`config.mk`:
```
export PLATFORM = sky130hd
export DESIGN_NAME = lumi_tx
export DESIGN_NICKNAME = d
export VERILOG_FILES = /design/src/lumi_pkg.sv /design/src/lumi_cmd_decode.sv /design/src/lumi_tx_credit.sv /design/src/lumi_tx_arbiter.sv /design/src/lumi_tx_serializer.sv /design/src/lumi_tx.sv
export SDC_FILE = /design/constraint.sdc
export NUM_CORES = 2
export LEC_CHECK = 0
export BUFFER_PORTS_ARGS = -buffer_cell sky130_fd_sc_hd__buf_2
export CAP_MARGIN = 10
export CELL_PAD_IN_SITES_DETAIL_PLACEMENT = 1
export CELL_PAD_IN_SITES_GLOBAL_PLACEMENT = 1
export CORE_MARGIN = 3
export CORE_UTILIZATION = 25
export CTS_CLUSTER_SIZE = 24
export DETAILED_ROUTE_END_ITERATION = 7
export GPL_TIMING_DRIVEN = 0
export HOLD_SLACK_MARGIN = 0.03
export MAX_ROUTING_LAYER = met4
export PLACE_DENSITY = 0.54
export SLEW_MARGIN = 10
export SYNTH_ARGS = -nofsm -noshare
export SYNTH_HDL_FRONTEND = slang
export SYNTH_HIERARCHICAL = 1
export SYNTH_SLANG_ARGS = --single-unit
```
`constraint.sdc`:
```
create_clock -name clk -period 14.75 [get_ports clk]
set_input_delay 0 -clock clk [delete_from_list [all_inputs] [get_ports clk]]
set_output_delay 0 -clock clk [all_outputs]
set_load 0.01 [all_outputs]
```
`src/lumi_pkg.sv`:
```
/*
 * LUMI transmit shared definitions
 * Field widths and types, command field positions, opcodes
 * Byte counts, channel tags and credit message layout
 */
package lumi_pkg;

   // ################################################
   // Widths
   // ################################################
   localparam int cw      = 32;               // Command word
   localparam int aw      = 64;               // Each address
   localparam int dw      = 128;              // Data
   localparam int iow     = 64;               // PHY lane, 8 bytes
   localparam int pkt_w   = cw + 2*aw + dw;   // Whole packet, 288 bits
   localparam int crdt_w  = 16;               // Credit counters
   localparam int bytes_w = 12;               // Byte counts

   typedef logic [crdt_w-1:0]  crdt_t;
   typedef logic [bytes_w-1:0] bytes_t;
   typedef logic [pkt_w-1:0]   pkt_t;

   // Byte counts on the lane
   localparam bytes_t cmd_bytes      = bytes_t'(cw / 8);           // Command only
   localparam bytes_t hdr_bytes      = bytes_t'((cw + 2*aw) / 8);  // Command plus addresses
   localparam bytes_t data_bytes_max = bytes_t'(dw / 8);

   // ################################################
   // Command word
   // ################################################
   localparam int opc_lsb  = 0;
   localparam int opc_w    = 8;
   localparam int size_lsb = 8;
   localparam int size_w   = 3;
   localparam int len_lsb  = 16;
   localparam int len_w    = 8;

   localparam logic [opc_w-1:0] op_invalid    = 8'h00;
   localparam logic [opc_w-1:0] op_read       = 8'h01;
   localparam logic [opc_w-1:0] op_write      = 8'h03;
   localparam logic [opc_w-1:0] op_posted     = 8'h05;
   localparam logic [opc_w-1:0] op_rdma       = 8'h07;
   localparam logic [opc_w-1:0] op_user0      = 8'h0B;
   localparam logic [opc_w-1:0] op_future0    = 8'h0D;
   localparam logic [opc_w-1:0] op_error      = 8'h0F;
   localparam logic [opc_w-1:0] op_write_resp = 8'h04;
   localparam logic [opc_w-1:0] op_link       = 8'h2F;

   // ################################################
   // Credit messages and channel tags
   // ################################################
   localparam logic [3:0] crdt_msg_type = 4'h2;   // Bits 11:8 of a credit message
   localparam logic [3:0] chan_req      = 4'h0;   // Channel code, bits 15:12
   localparam logic [3:0] chan_resp     = 4'h1;

   // Tag of the packet held in the serializer
   localparam logic [1:0] tag_none = 2'd0;        // Credit message, no credit used
   localparam logic [1:0] tag_req  = 2'd1;
   localparam logic [1:0] tag_resp = 2'd2;

endpackage

```
`src/lumi_cmd_decode.sv`:
```
/*
 * Packet length reduction
 * Byte count of one packet from opcode, size and len
 */
module lumi_cmd_decode (
   input  logic [lumi_pkg::cw-1:0] cmd,
   output lumi_pkg::bytes_t        packet_bytes   // Bytes actually sent
);

   logic [lumi_pkg::opc_w-1:0]  opcode;
   logic [lumi_pkg::size_w-1:0] size;
   logic [lumi_pkg::len_w-1:0]  len;
   logic [15:0]                 data_full;        // Untrimmed payload bytes
   lumi_pkg::bytes_t            data_bytes;

   assign opcode = cmd[lumi_pkg::opc_lsb +: lumi_pkg::opc_w];
   assign size   = cmd[lumi_pkg::size_lsb +: lumi_pkg::size_w];
   assign len    = cmd[lumi_pkg::len_lsb +: lumi_pkg::len_w];

   // (len+1) words of 2^size bytes, 256 << 7 still fits in 16 bits
   assign data_full = (16'(len) + 16'd1) << size;

   // Payload never beyond the data field
   assign data_bytes = (data_full > 16'(lumi_pkg::data_bytes_max)) ?
                       lumi_pkg::data_bytes_max :
                       data_full[lumi_pkg::bytes_w-1:0];

   always_comb
   begin
      case (opcode)
         lumi_pkg::op_invalid,
         lumi_pkg::op_link:
            packet_bytes = lumi_pkg::cmd_bytes;    // Command word only
         lumi_pkg::op_read,
         lumi_pkg::op_rdma,
         lumi_pkg::op_error,
         lumi_pkg::op_write_resp,
         lumi_pkg::op_user0,
         lumi_pkg::op_future0:
            packet_bytes = lumi_pkg::hdr_bytes;    // No data
         default:
            packet_bytes = lumi_pkg::hdr_bytes + data_bytes;  // Writes, posted, read data
      endcase
   end

endmodule

```
`src/lumi_tx_credit.sv`:
```
/*
 * Transmit credit management
 * Sent-beat counters and credit checks per channel
 * Stall counters and credit-update interval timer
 */
module lumi_tx_credit (
   input  logic                          clk,
   input  logic                          nreset,
   input  logic                          csr_crdt_en,      // Enable periodic updates
   input  lumi_pkg::crdt_t               csr_crdt_intrvl,  // Update interval in cycles
   input  logic [7:0]                    csr_iowidth,      // Lane bytes, 1/2/4/8
   input  lumi_pkg::crdt_t               rmt_crdt_req,     // Cumulative remote credits
   input  lumi_pkg::crdt_t               rmt_crdt_resp,
   input  lumi_pkg::bytes_t              req_bytes,
   input  lumi_pkg::bytes_t              resp_bytes,
   input  logic                          req_valid,
   input  logic                          resp_valid,
   input  logic                          phy_txrdy,
   input  logic                          beat_req,         // One pulse per sent beat
   input  logic                          beat_resp,
   input  logic                          crdt_sent,        // Credit message loaded
   output logic                          req_crdt_ok,
   output logic                          resp_crdt_ok,
   output logic [1:0]                    crdt_updt_send,   // Bit 0 resp msg, bit 1 req msg
   output logic [2*lumi_pkg::crdt_w-1:0] csr_crdt_status   // Resp stalls high, req low
);

   logic [1:0]      io_shift;         // log2 of lane bytes
   lumi_pkg::crdt_t req_need;         // Beats the waiting packet needs
   lumi_pkg::crdt_t resp_need;
   lumi_pkg::crdt_t tx_crdt_req;      // Beats sent so far
   lumi_pkg::crdt_t tx_crdt_resp;
   lumi_pkg::crdt_t crdt_updt_cntr;

   always_comb
   begin
      case (csr_iowidth)
         8'd2:    io_shift = 2'd1;
         8'd4:    io_shift = 2'd2;
         8'd8:    io_shift = 2'd3;
         default: io_shift = 2'd0;    // Single byte lane
      endcase
   end

   // ################################################
   // Credit checks
   // ################################################
   // Rounded up to whole beats
   assign req_need  = (lumi_pkg::crdt_t'(req_bytes) + lumi_pkg::crdt_t'(csr_iowidth)
                       - 1'b1) >> io_shift;
   assign resp_need = (lumi_pkg::crdt_t'(resp_bytes) + lumi_pkg::crdt_t'(csr_iowidth)
                       - 1'b1) >> io_shift;

   // Difference wraps modulo 2^16 with the remote count
   assign req_crdt_ok  = lumi_pkg::crdt_t'(rmt_crdt_req - tx_crdt_req) >= req_need;
   assign resp_crdt_ok = lumi_pkg::crdt_t'(rmt_crdt_resp - tx_crdt_resp) >= resp_need;

   always_ff @(posedge clk or negedge nreset)
   begin
      if (!nreset)
      begin
         tx_crdt_req     <= '0;
         tx_crdt_resp    <= '0;
         csr_crdt_status <= '0;
      end
      else
      begin
         if (beat_req)
            tx_crdt_req <= tx_crdt_req + 1'b1;
         if (beat_resp)
            tx_crdt_resp <= tx_crdt_resp + 1'b1;
         // Stall cycles, ready to go but short of credit
         if (req_valid && phy_txrdy && !req_crdt_ok)
            csr_crdt_status[15:0] <= csr_crdt_status[15:0] + 1'b1;
         if (resp_valid && phy_txrdy && !resp_crdt_ok)
            csr_crdt_status[31:16] <= csr_crdt_status[31:16] + 1'b1;
      end
   end

   // ################################################
   // Credit-update timer
   // ################################################
   always_ff @(posedge clk or negedge nreset)
   begin
      if (!nreset)
      begin
         crdt_updt_cntr <= '0;
         crdt_updt_send <= 2'b00;
      end
      else
      begin
         if (csr_crdt_en)
            crdt_updt_cntr <= (crdt_updt_cntr == csr_crdt_intrvl) ? '0 : crdt_updt_cntr + 1'b1;
         if (csr_crdt_en && (crdt_updt_cntr == csr_crdt_intrvl))
            crdt_updt_send <= 2'b01;                     // Response message first
         else if (crdt_sent)
            crdt_updt_send <= {crdt_updt_send[0], 1'b0}; // Then request, then done
      end
   end

   // One message pending at a time
   a_updt_onehot: assert property (@(posedge clk) disable iff (!nreset)
      crdt_updt_send != 2'b11);

endmodule

```
`src/lumi_tx_arbiter.sv`:
```
/*
 * Transmit arbiter
 * Credit message over response over request
 * Packet assembly, serializer load and input readies
 */
module lumi_tx_arbiter (
   input  logic                    req_valid,
   input  logic [lumi_pkg::cw-1:0] req_cmd,
   input  logic [lumi_pkg::aw-1:0] req_dstaddr,
   input  logic [lumi_pkg::aw-1:0] req_srcaddr,
   input  logic [lumi_pkg::dw-1:0] req_data,
   input  logic                    resp_valid,
   input  logic [lumi_pkg::cw-1:0] resp_cmd,
   input  logic [lumi_pkg::aw-1:0] resp_dstaddr,
   input  logic [lumi_pkg::aw-1:0] resp_srcaddr,
   input  logic [lumi_pkg::dw-1:0] resp_data,
   input  lumi_pkg::crdt_t         loc_crdt_req,    // Local credits to advertise
   input  lumi_pkg::crdt_t         loc_crdt_resp,
   input  logic                    csr_en,
   input  logic                    phy_txrdy,       // Gates packet start only
   input  logic                    ser_ready,       // Empty or in last beat
   input  logic                    req_crdt_ok,
   input  logic                    resp_crdt_ok,
   input  logic [1:0]              crdt_updt_send,
   output logic                    req_ready,
   output logic                    resp_ready,
   output lumi_pkg::bytes_t        req_bytes,
   output lumi_pkg::bytes_t        resp_bytes,
   output logic                    load,            // Single-cycle strobe
   output lumi_pkg::pkt_t          load_data,
   output lumi_pkg::bytes_t        load_bytes,
   output logic [1:0]              load_chan,
   output logic                    crdt_sent
);

   logic                    msg_pend;     // A credit message waits
   logic                    start_ok;     // Serializer and PHY can take a packet
   logic                    resp_elig;
   logic                    req_elig;
   logic [lumi_pkg::cw-1:0] msg_cmd;

   // Trimmed lengths for packing and credit checks
   lumi_cmd_decode decode_req (
      .cmd          (req_cmd),
      .packet_bytes (req_bytes)
   );

   lumi_cmd_decode decode_resp (
      .cmd          (resp_cmd),
      .packet_bytes (resp_bytes)
   );

   // ################################################
   // Selection
   // ################################################
   assign msg_pend  = |crdt_updt_send;
   assign start_ok  = ser_ready & csr_en & phy_txrdy;
   assign resp_elig = resp_valid & resp_crdt_ok & ~msg_pend;  // Blocked by credit messages
   assign req_elig  = req_valid & req_crdt_ok & ~msg_pend;

   assign load       = start_ok & (msg_pend | resp_elig | req_elig);
   assign crdt_sent  = start_ok & msg_pend;
   assign resp_ready = start_ok & resp_elig;
   assign req_ready  = start_ok & req_elig & ~resp_elig;       // Response wins

   // Link message carrying local credits
   assign msg_cmd = crdt_updt_send[0] ?
                    {loc_crdt_resp, lumi_pkg::chan_resp, lumi_pkg::crdt_msg_type,
                     lumi_pkg::op_link} :
                    {loc_crdt_req, lumi_pkg::chan_req, lumi_pkg::crdt_msg_type,
                     lumi_pkg::op_link};

   // ################################################
   // Packet assembly with cmd in the low bits
   // ################################################
   always_comb
   begin
      load_data  = {req_data, req_srcaddr, req_dstaddr, req_cmd};
      load_bytes = req_bytes;
      load_chan  = lumi_pkg::tag_none;
      if (msg_pend)
      begin
         load_data  = lumi_pkg::pkt_t'(msg_cmd);    // Command only
         load_bytes = lumi_pkg::cmd_bytes;
      end
      else if (resp_elig)
      begin
         load_data  = {resp_data, resp_srcaddr, resp_dstaddr, resp_cmd};
         load_bytes = resp_bytes;
         load_chan  = lumi_pkg::tag_resp;
      end
      else if (req_elig)
         load_chan = lumi_pkg::tag_req;
   end

   // One input channel granted at a time
   always_comb
   begin
      a_one_ready: assert (!(req_ready && resp_ready));
   end

endmodule

```
`src/lumi_tx_serializer.sv`:
```
/*
 * Transmit serializer
 * Packet shift register, remaining-byte count and channel tag
 */
module lumi_tx_serializer (
   input  logic                     clk,
   input  logic                     nreset,
   input  logic [7:0]               csr_iowidth,  // Bytes per beat
   input  logic                     load,
   input  lumi_pkg::pkt_t           load_data,
   input  lumi_pkg::bytes_t         load_bytes,
   input  logic [1:0]               load_chan,
   output logic                     ser_ready,
   output logic [lumi_pkg::iow-1:0] phy_txdata,
   output logic                     phy_txvld,
   output logic                     beat_req,     // Beat of a request packet
   output logic                     beat_resp
);

   lumi_pkg::pkt_t   shreg;      // LSB goes out first
   lumi_pkg::bytes_t remain;     // Bytes not yet on the lane
   lumi_pkg::bytes_t step;       // Bytes per beat
   logic [1:0]       chan;       // Owner of the current packet
   logic             last_beat;

   assign step      = lumi_pkg::bytes_t'(csr_iowidth);
   assign phy_txvld = remain != '0;
   assign last_beat = phy_txvld && (remain <= step);
   assign ser_ready = !phy_txvld || last_beat;   // Next packet follows with no gap

   assign phy_txdata = shreg[lumi_pkg::iow-1:0];
   assign beat_req   = phy_txvld && (chan == lumi_pkg::tag_req);
   assign beat_resp  = phy_txvld && (chan == lumi_pkg::tag_resp);

   // ################################################
   // Control state
   // ################################################
   always_ff @(posedge clk or negedge nreset)
   begin
      if (!nreset)
      begin
         remain <= '0;
         chan   <= lumi_pkg::tag_none;
      end
      else if (load)
      begin
         remain <= load_bytes;
         chan   <= load_chan;
      end
      else if (phy_txvld)
         remain <= last_beat ? '0 : remain - step;   // Streams regardless of phy_txrdy
   end

   // Payload, shifted down one beat per cycle
   always_ff @(posedge clk)
   begin
      if (load)
         shreg <= load_data;
      else if (phy_txvld)
         shreg <= shreg >> {csr_iowidth, 3'b000};
   end

   a_load_ready: assert property (@(posedge clk) disable iff (!nreset)
      load |-> ser_ready);

endmodule

```
`src/lumi_tx.sv`:
```
/*
 * LUMI transmit top level
 * Arbiter, credit block and serializer on one PHY lane
 */
module lumi_tx (
   input  logic                          clk,
   input  logic                          nreset,
   // Control
   input  logic                          csr_en,           // Enable transmit
   input  logic                          csr_crdt_en,      // Enable credit updates
   input  logic [7:0]                    csr_iowidth,      // Lane bytes, 1/2/4/8
   input  lumi_pkg::crdt_t               csr_crdt_intrvl,
   output logic [2*lumi_pkg::crdt_w-1:0] csr_crdt_status,
   // Request channel
   input  logic                          req_valid,
   input  logic [lumi_pkg::cw-1:0]       req_cmd,
   input  logic [lumi_pkg::aw-1:0]       req_dstaddr,
   input  logic [lumi_pkg::aw-1:0]       req_srcaddr,
   input  logic [lumi_pkg::dw-1:0]       req_data,
   output logic                          req_ready,
   // Response channel
   input  logic                          resp_valid,
   input  logic [lumi_pkg::cw-1:0]       resp_cmd,
   input  logic [lumi_pkg::aw-1:0]       resp_dstaddr,
   input  logic [lumi_pkg::aw-1:0]       resp_srcaddr,
   input  logic [lumi_pkg::dw-1:0]       resp_data,
   output logic                          resp_ready,
   // PHY lane
   output logic [lumi_pkg::iow-1:0]      phy_txdata,
   output logic                          phy_txvld,
   input  logic                          phy_txrdy,
   // Credits
   input  lumi_pkg::crdt_t               rmt_crdt_req,     // Granted by the far side
   input  lumi_pkg::crdt_t               rmt_crdt_resp,
   input  lumi_pkg::crdt_t               loc_crdt_req,     // Advertised to the far side
   input  lumi_pkg::crdt_t               loc_crdt_resp
);

   lumi_pkg::bytes_t req_bytes;
   lumi_pkg::bytes_t resp_bytes;
   lumi_pkg::pkt_t   load_data;
   lumi_pkg::bytes_t load_bytes;
   logic [1:0]       load_chan;
   logic [1:0]       crdt_updt_send;
   logic             load;
   logic             ser_ready;
   logic             req_crdt_ok;
   logic             resp_crdt_ok;
   logic             crdt_sent;
   logic             beat_req;
   logic             beat_resp;

   lumi_tx_arbiter arbiter (
      .req_valid      (req_valid),      .req_cmd       (req_cmd),
      .req_dstaddr    (req_dstaddr),    .req_srcaddr   (req_srcaddr),
      .req_data       (req_data),       .resp_valid    (resp_valid),
      .resp_cmd       (resp_cmd),       .resp_dstaddr  (resp_dstaddr),
      .resp_srcaddr   (resp_srcaddr),   .resp_data     (resp_data),
      .loc_crdt_req   (loc_crdt_req),   .loc_crdt_resp (loc_crdt_resp),
      .csr_en         (csr_en),         .phy_txrdy     (phy_txrdy),
      .ser_ready      (ser_ready),      .req_crdt_ok   (req_crdt_ok),
      .resp_crdt_ok   (resp_crdt_ok),   .crdt_updt_send(crdt_updt_send),
      .req_ready      (req_ready),      .resp_ready    (resp_ready),
      .req_bytes      (req_bytes),      .resp_bytes    (resp_bytes),
      .load           (load),           .load_data     (load_data),
      .load_bytes     (load_bytes),     .load_chan     (load_chan),
      .crdt_sent      (crdt_sent)
   );

   lumi_tx_credit credit (
      .clk            (clk),            .nreset          (nreset),
      .csr_crdt_en    (csr_crdt_en),    .csr_crdt_intrvl (csr_crdt_intrvl),
      .csr_iowidth    (csr_iowidth),    .rmt_crdt_req    (rmt_crdt_req),
      .rmt_crdt_resp  (rmt_crdt_resp),  .req_bytes       (req_bytes),
      .resp_bytes     (resp_bytes),     .req_valid       (req_valid),
      .resp_valid     (resp_valid),     .phy_txrdy       (phy_txrdy),
      .beat_req       (beat_req),       .beat_resp       (beat_resp),
      .crdt_sent      (crdt_sent),      .req_crdt_ok     (req_crdt_ok),
      .resp_crdt_ok   (resp_crdt_ok),   .crdt_updt_send  (crdt_updt_send),
      .csr_crdt_status(csr_crdt_status)
   );

   lumi_tx_serializer serializer (
      .clk         (clk),          .nreset     (nreset),
      .csr_iowidth (csr_iowidth),  .load       (load),
      .load_data   (load_data),    .load_bytes (load_bytes),
      .load_chan   (load_chan),    .ser_ready  (ser_ready),
      .phy_txdata  (phy_txdata),   .phy_txvld  (phy_txvld),
      .beat_req    (beat_req),     .beat_resp  (beat_resp)
   );

endmodule

```
Yosys cells after proc, flatten, opt, wreduce, memory -nomap -nowiden --
Index checks and enable logic that the tools add are counted. Widths: inputs -> output; s select.
Cells by class: add/sub/neg operators 16, multipliers 0, div/mod/pow operators 0, magnitude comparators 5, equality and inequality tests 20, shift-type cells 5, mux-type cells 21, bitwise logic cells 15, reduce and logical (&&, ||, !) cells 22
Operator list (number):
- $mux 288 | 4
- $shr 288x11->288 | 1
- $mux 12 | 7
- $add 16x1->16 const B | 5
- $eq 8x4->1 const B | 7
- $pmux 12 s2 | 2
- $eq 8x3->1 const B | 5
- $ge 16x16->1 | 2
- $gt 16x5->1 const B | 2
- $mux 32 | 1
- $shl 16x3->16 | 2
- $shr 16x2->16 | 2
- $sub 16x1->16 const B | 2
- $sub 16x16->16 | 2
- $add 12x8->13 | 2
- $add 5x12->12 const A | 2
- $add 8x1->9 const B | 2
- $eq 16x16->1 | 1
- $eq 8x1->1 const B | 2
- $eq 8x6->1 const B | 2
- $logic_not 8->1 | 2
- $mux 16 | 1
- $le 12x8->1 | 1
- $reduce_bool 12->1 | 1
- 16 further kinds | 44
Word-level totals: register bits after elaboration 384, bits in latches 0, bits in writable memories 0, ROM bits 0, input port bits 671, output and inout bits 99, word-level logic and storage cells 113, memories kept 0

Depth between registers and ports, before layout --
depth in word-level cells 16, mapped depth 43, mapped depth without buffers 37

Cells and area by module --
The synthesis kept the hierarchy.
By module, submodules not included:
- lumi_tx_serializer | instances 1, cells an instance 2875, area each 27367.5 µm², seq. area each 8998.6 µm²
- lumi_tx_credit | instances 1, cells an instance 988, area each 8222.9 µm², seq. area each 2052.0 µm²
- lumi_tx_arbiter | instances 1, cells an instance 399, area each 3606.0 µm², seq. area each 0.0 µm²
- lumi_cmd_decode | instances 2, cells an instance 158, area each 1064.8 µm², seq. area each 0.0 µm²

Worst setup path after synthesis --
Ideal clock, no wire load.
kind in2reg, start input resp_cmd[16] (netlist bit), end register serializer.shreg[100] (enable), setup time 0.659 ns, data arrival time 12.466 ns, required time 14.091 ns, slack 1.625 ns, stages 37, path through ha_1 buf_2 nand2_1 o31ai_1 a211oi_1 and4bb_2 o21ai_1 nor2_1 and2_1 ha_1 nand2b_1 or4_1 nand3_1 inv_1 ha_1 inv_1 ha_1 o21ai_1 a21oi_1 o31a_1 mux2_2 o21ai_0 a31oi_1 ha_1 a21o_1 a21o_1 a21oi_1 o211ai_1 nand2_1 and2_1 buf_6 buf_6 buf_6 a21oi_1 clkbuf_1 clkbuf_1 or3_1
On the way: longest elaborated chain between the ends 16
RTL lines:
- start: declaration | line lumi_tx.sv:23 | input logic [lumi_pkg::cw-1:0] resp_cmd,
- $add 8x1->9 (*) | line lumi_cmd_decode.sv:21 | assign data_full = (16'(len) + 16'd1) << size;
- $shl 16x3->16 (*) | line lumi_cmd_decode.sv:21
- $gt 16x5->1 | line lumi_cmd_decode.sv:24 | assign data_bytes = (data_full > 16'(lumi_pkg::data_bytes_max)) ?
- $mux 12 (*) | line lumi_cmd_decode.sv:24
- $add 5x12->12 (*) | line lumi_cmd_decode.sv:42 | packet_bytes = lumi_pkg::hdr_bytes + data_bytes;
- $pmux 12 s2 (*) | line lumi_cmd_decode.sv:30 | case (opcode)
- named net resp_bytes[4] | line lumi_tx.sv:40 | lumi_pkg::bytes_t resp_bytes;
- $add 12x8->13 (*) | line lumi_tx_credit.sv:51 | assign resp_need = (lumi_pkg::crdt_t'(resp_bytes) + lumi_pkg::crdt_t'(csr_iowidth)
- $sub 16x1->16 (*) | line lumi_tx_credit.sv:52 | - 1'b1) >> io_shift;
- $shr 16x2->16 (*) | line lumi_tx_credit.sv:51
- $ge 16x16->1 (*) | line lumi_tx_credit.sv:56 | assign resp_crdt_ok = lumi_pkg::crdt_t'(rmt_crdt_resp - tx_crdt_resp) >= resp_need;
- named net resp_crdt_ok | line lumi_tx.sv:48 | logic resp_crdt_ok;
- $and 1x1->1 (*) (2 in series) | line lumi_tx_arbiter.sv:58 | assign resp_elig = resp_valid & resp_crdt_ok & ~msg_pend;
- $or 1x1->1 (*) (2 in series) | line lumi_tx_arbiter.sv:61 | assign load = start_ok & (msg_pend | resp_elig | req_elig);
- $and 1x1->1 (*) | line lumi_tx_arbiter.sv:61
- named net load | line lumi_tx.sv:45 | logic load;
- $reduce_bool 2->1 (no line) (*)
- end signal: assignment | line lumi_tx_serializer.sv:58 | shreg <= load_data;
- end signal: assignment | line lumi_tx_serializer.sv:60 | shreg <= shreg >> {csr_iowidth, 3'b000};
- end: declaration | line lumi_tx_serializer.sv:20 | lumi_pkg::pkt_t shreg;
The timed path passes the listed nets; every way through them passes the cells marked *. A chain may end at the register's enable or synchronous reset.

Worst setup path in the final report --
start input resp_cmd[16] (netlist bit), end register serializer.shreg[100] (data pin)
On the way: longest elaborated chain between the ends 16
RTL lines:
- $add 8x1->9 (*) | line lumi_cmd_decode.sv:21
- $shl 16x3->16 (*) | line lumi_cmd_decode.sv:21
- $gt 16x5->1 | line lumi_cmd_decode.sv:24
- $mux 12 (*) | line lumi_cmd_decode.sv:24
- $add 5x12->12 (*) | line lumi_cmd_decode.sv:42
- $pmux 12 s2 (*) | line lumi_cmd_decode.sv:30
- named net resp_bytes[4] | line lumi_tx.sv:40
- $add 12x8->13 (*) | line lumi_tx_credit.sv:51
- $sub 16x1->16 (*) | line lumi_tx_credit.sv:52
- $shr 16x2->16 (*) | line lumi_tx_credit.sv:51
- $ge 16x16->1 (*) | line lumi_tx_credit.sv:56
- named net resp_crdt_ok | line lumi_tx.sv:48
- $and 1x1->1 (*) (2 in series) | line lumi_tx_arbiter.sv:58
- $or 1x1->1 (*) (2 in series) | line lumi_tx_arbiter.sv:61
- $and 1x1->1 (*) | line lumi_tx_arbiter.sv:61
- named net load | line lumi_tx.sv:45
- $mux 288 (*) | line lumi_tx_serializer.sv:57 | if (load)
Marked as above.

==> reports/metrics.cfg <==
[outcome]
outcome = finished, violations left
violations = capacitance limit, slew limit

[power]
p_comb_share_pct = 44.1
p_leak_nw = 23.9
powerDensity_mw_per_mm2 = 92.8
ir_worst_vdd_uv = 86.2
power.internal_w = 0.00298
switchingPower_w = 0.00227
switching_share_pct = 43.2
clkPwrFrac_pct = 29.0
seqPwrFrac_pct = 26.9

[critical_path]
path_buf_inv = 8
r2r-end = serializer/shreg[100]
end_kind = flop
cp.arrival_ps = 12680
worstSetupStartpointType = input pin
critical_path.max_fanout = 11
path_common_cell = ha_1
cp_slowest_cell = nor2_1
reg2reg_depth = 27
rrSetupSlack_ps = 4990
r2r-start = credit/tx_crdt_resp[0]
worst-setup-path-type = input pin to flop
cp_data_required_time_ps = 15200
cp_slowest_stage_delay_ps = 1370
cp_top_family = simple AND/OR/NAND/NOR gates

[synthesis]
avgSynthCellArea_um2 = 9.03
synth_common_cells = 570 x nand2_1, 375 x a22o_1, 340 x mux2i_1
ys.flop_type = edfxtp_1
synth-edff-count = 288
yosysMostFrequentCell = nand2_1
postSynthCellCount = 4578
ys_warn_count = 6
synth-async-reset-ratio_pct = 25.0
ys_seq_area_share_pct = 26.7
synth-seq-cells = 384
yosysUniqueCellTypes = 104
synth_largest_area_cell = edfxtp_1
syn_area_mm2 = 0.0413
synth_top_area_share_pct = 20.9
synth_area_leaders = edfxtp_1 21%, mux2i_1 8.2%, a22o_1 7.9%, mux4_2 6.0%, dfrtp_1 5.8%

[placement]
port_buffers = 768
place_ws_ps = 2520
hpwl_um = 354000
gp_congestion = 1.12

[global_route]
grt_overflow_total = 0
grt_max_degree = 69
grt_first_pass_wirelength_um = 558000
grt_pass1_vias = 52459
antenna_found_initial = 96
grt_use_total_pct = 52.1

[detailed_routing]
firstDrtPassIters = 6
drc = 0
vias = 55052
wl_met3_um = 62100
wl_um = 449000
ant_nets = 0
drt_iter0_drc = 9126
wl_met2_um = 178000
viasPerCell = 6.64
routedWlPerCell_um = 54.1
wl_met1_um = 165000
top_layer_used = met4

[timing]
finalSetupViolCount = 0
rsz0062_at_grt = no
max_freq_mhz = 81.8
period_share_pct = 82.9
finalHoldViolations = 0
slew-limit-headroom_pct = -3.16
tightestPinTransition_ps = 1550
finalWorstSetupSlack_ps = 2520
holdWs_ps = 40.0
fin_skew_ps = 31.2
period_needed_ps = 12230
timing.final.max_slew_violations = 31

[clocking]
clk_path_buf_depth = 3
numCtsBuffers = 55
cts_tree = yes
cts.repair.resized = 0
clock-sinks = 384
root_buffer = clkbuf_16
clk_latency_ps = 720
cts_max_level = 2
clkTransAtPathRegs_ps = 60

[floorplanning]
die_area_mm2 = 0.170
rows = 148
fp.dieH_um = 413
pin_count = 770
core_mm2 = 0.164
die_w_um = 413
start_util_pct = 25.3

[run]
drv_cap = 4

[worst_hold_path]
hp-start = req_dstaddr[55]
hold_class = input pin to flop
min_to = serializer/shreg[87]
holdPathStages = 4

[final_layout]
drive_above_1_share_pct = 26.6
final_net_count = 6780
utilization_pct = 34.6
syn_to_final_growth_pct = 37.0

-- what timing repair did --
item,4_1_cts,5_1_grt
hold buffers,497,0
buffers inserted,0,0
endpoints found under the setup margin,0,0
endpoints found under the hold margin,362,0
-- stage by stage --
stage               power (W)  TNS (ps)  cell area (µm²)  cells
floorplan             0.00235         0            41400   4588
global placement      0.00335  -1938530            47900   7531
detailed placement    0.00339         0            49500   7601
CTS                   0.00511         0            56400   8201
global route          0.00531         0            56600   8275
finish                0.00525         0            56600   8293
-- sequential cells by signal, indices dropped and copies added (netlist names) --
name and cells:
credit/csr_crdt_status 32, credit/crdt_updt_send 2, serializer/shreg 288, serializer/remain 12, credit/tx_crdt_resp 16, serializer/chan 2, credit/tx_crdt_req 16, credit/crdt_updt_cntr 16
-- layout make-up --
| cell class | instances | area [µm²] |
|---|---|---|
| tap | 2175 | 2720 |
| clock inverter | 35 | 408 |
| buffer | 464 | 2990 |
| inverter | 147 | 552 |
| clock buffer | 68 | 1510 |
| sequential | 384 | 11100 |
| timing repair buffer | 1340 | 10000 |
| antenna | 87 | 218 |
| multi-input combinational | 3593 | 27200 |
| fill | 19038 | 107000 |
-- worst max path at each step --
stage,start,endpoint,slack (ps),cells after the start
2_1_floorplan,resp_cmd[16],serializer/shreg[100],1630,37
3_3_place_gp,resp_cmd[16],serializer/shreg[196],-6980,36
3_5_place_dp,resp_cmd[16],serializer/shreg[100],2520,42
4_1_cts,resp_cmd[16],serializer/shreg[100],3220,42
5_1_grt,resp_cmd[16],serializer/shreg[100],2440,41
6_report,resp_cmd[16],serializer/shreg[100],2520,42
-- placed cells by master, fill, tap and decap left out, types with 57 or more instances in the layout --
cell | netlist | layout
dlygate4sd3_1 | 0 | 496
clkbuf_16 | 0 | 58
nand2_1 | 570 | 570
a221o_1 | 65 | 65
nor2_1 | 266 | 251
a22o_1 | 375 | 375
a21oi_1 | 179 | 178
a22oi_1 | 83 | 79
mux4_2 | 110 | 110
diode_2 | 0 | 87
nor3_1 | 64 | 63
mux2i_1 | 340 | 328
buf_2 | 85 | 868
xnor2_1 | 101 | 101
buf_4 | 116 | 134
clkbuf_1 | 161 | 110
buf_6 | 82 | 101
edfxtp_1 | 288 | 288
inv_1 | 141 | 141
o211ai_1 | 57 | 57
ha_1 | 119 | 119
dfrtp_1 | 96 | 96
nand3_1 | 84 | 84
mux2_2 | 92 | 92
clkbuf_2 | 1 | 60
o21ai_0 | 259 | 256
-- power by group through the flow --
stage | Clock, W | Combinational (W) | Sequential (W)
CTS | 0.00152 | 0.00219 | 0.00140
global route | 0.00156 | 0.00234 | 0.00141
detailed placement | 0 | 0.00197 | 0.00142
floorplan | 0 | 0.00101 | 0.00134
finish | 0.00152 | 0.00232 | 0.00141
global placement | 0 | 0.00193 | 0.00142
-- metal layers --
metal,GRT usage (%),vias to the layer above
met5,-,-
met4,40.9,0
met3,25.7,1542
met2,70.4,4821
met1,57.9,28086
li1,-,20603
-- cell families after synthesis --
kind of cell             Yosys count  share of synthesized area, %
AO/OA/AOI/OAI                   1542                          27.6
XOR/XNOR                         139                          2.95
adder cells (fa/ha/maj)          126                          3.89
buffers and inverters            611                          8.35
flip-flops                       384                          26.7
multiplexers                     548                          16.9
other                              2                        0.0182
AND/OR/NAND/NOR                 1226                          13.5
-- worst reg2reg max path, cell delays in order (launching register included) --
cell,delay (ps)
dfrtp_1,450
ha_1,210
inv_1,50
fa_1,400
a21o_1,180
a21oi_1,220
nor2b_1,70
o21ai_0,360
a31oi_1,210
a221o_1,340
xor2_1,150
ha_1,320
nand4_1,150
nor2_1,70
o21ai_0,170
o211ai_1,310
nand2_1,160
and2_1,150
buf_6,210
buf_6,320
buf_6,230
a21oi_1,300
nor2_1,520
nand2_1,890
nor2_1,1400
clkbuf_1,1000
a221oi_1,200
nand2_1,460
No activity file was read; power rests on OpenSTA's default activity.
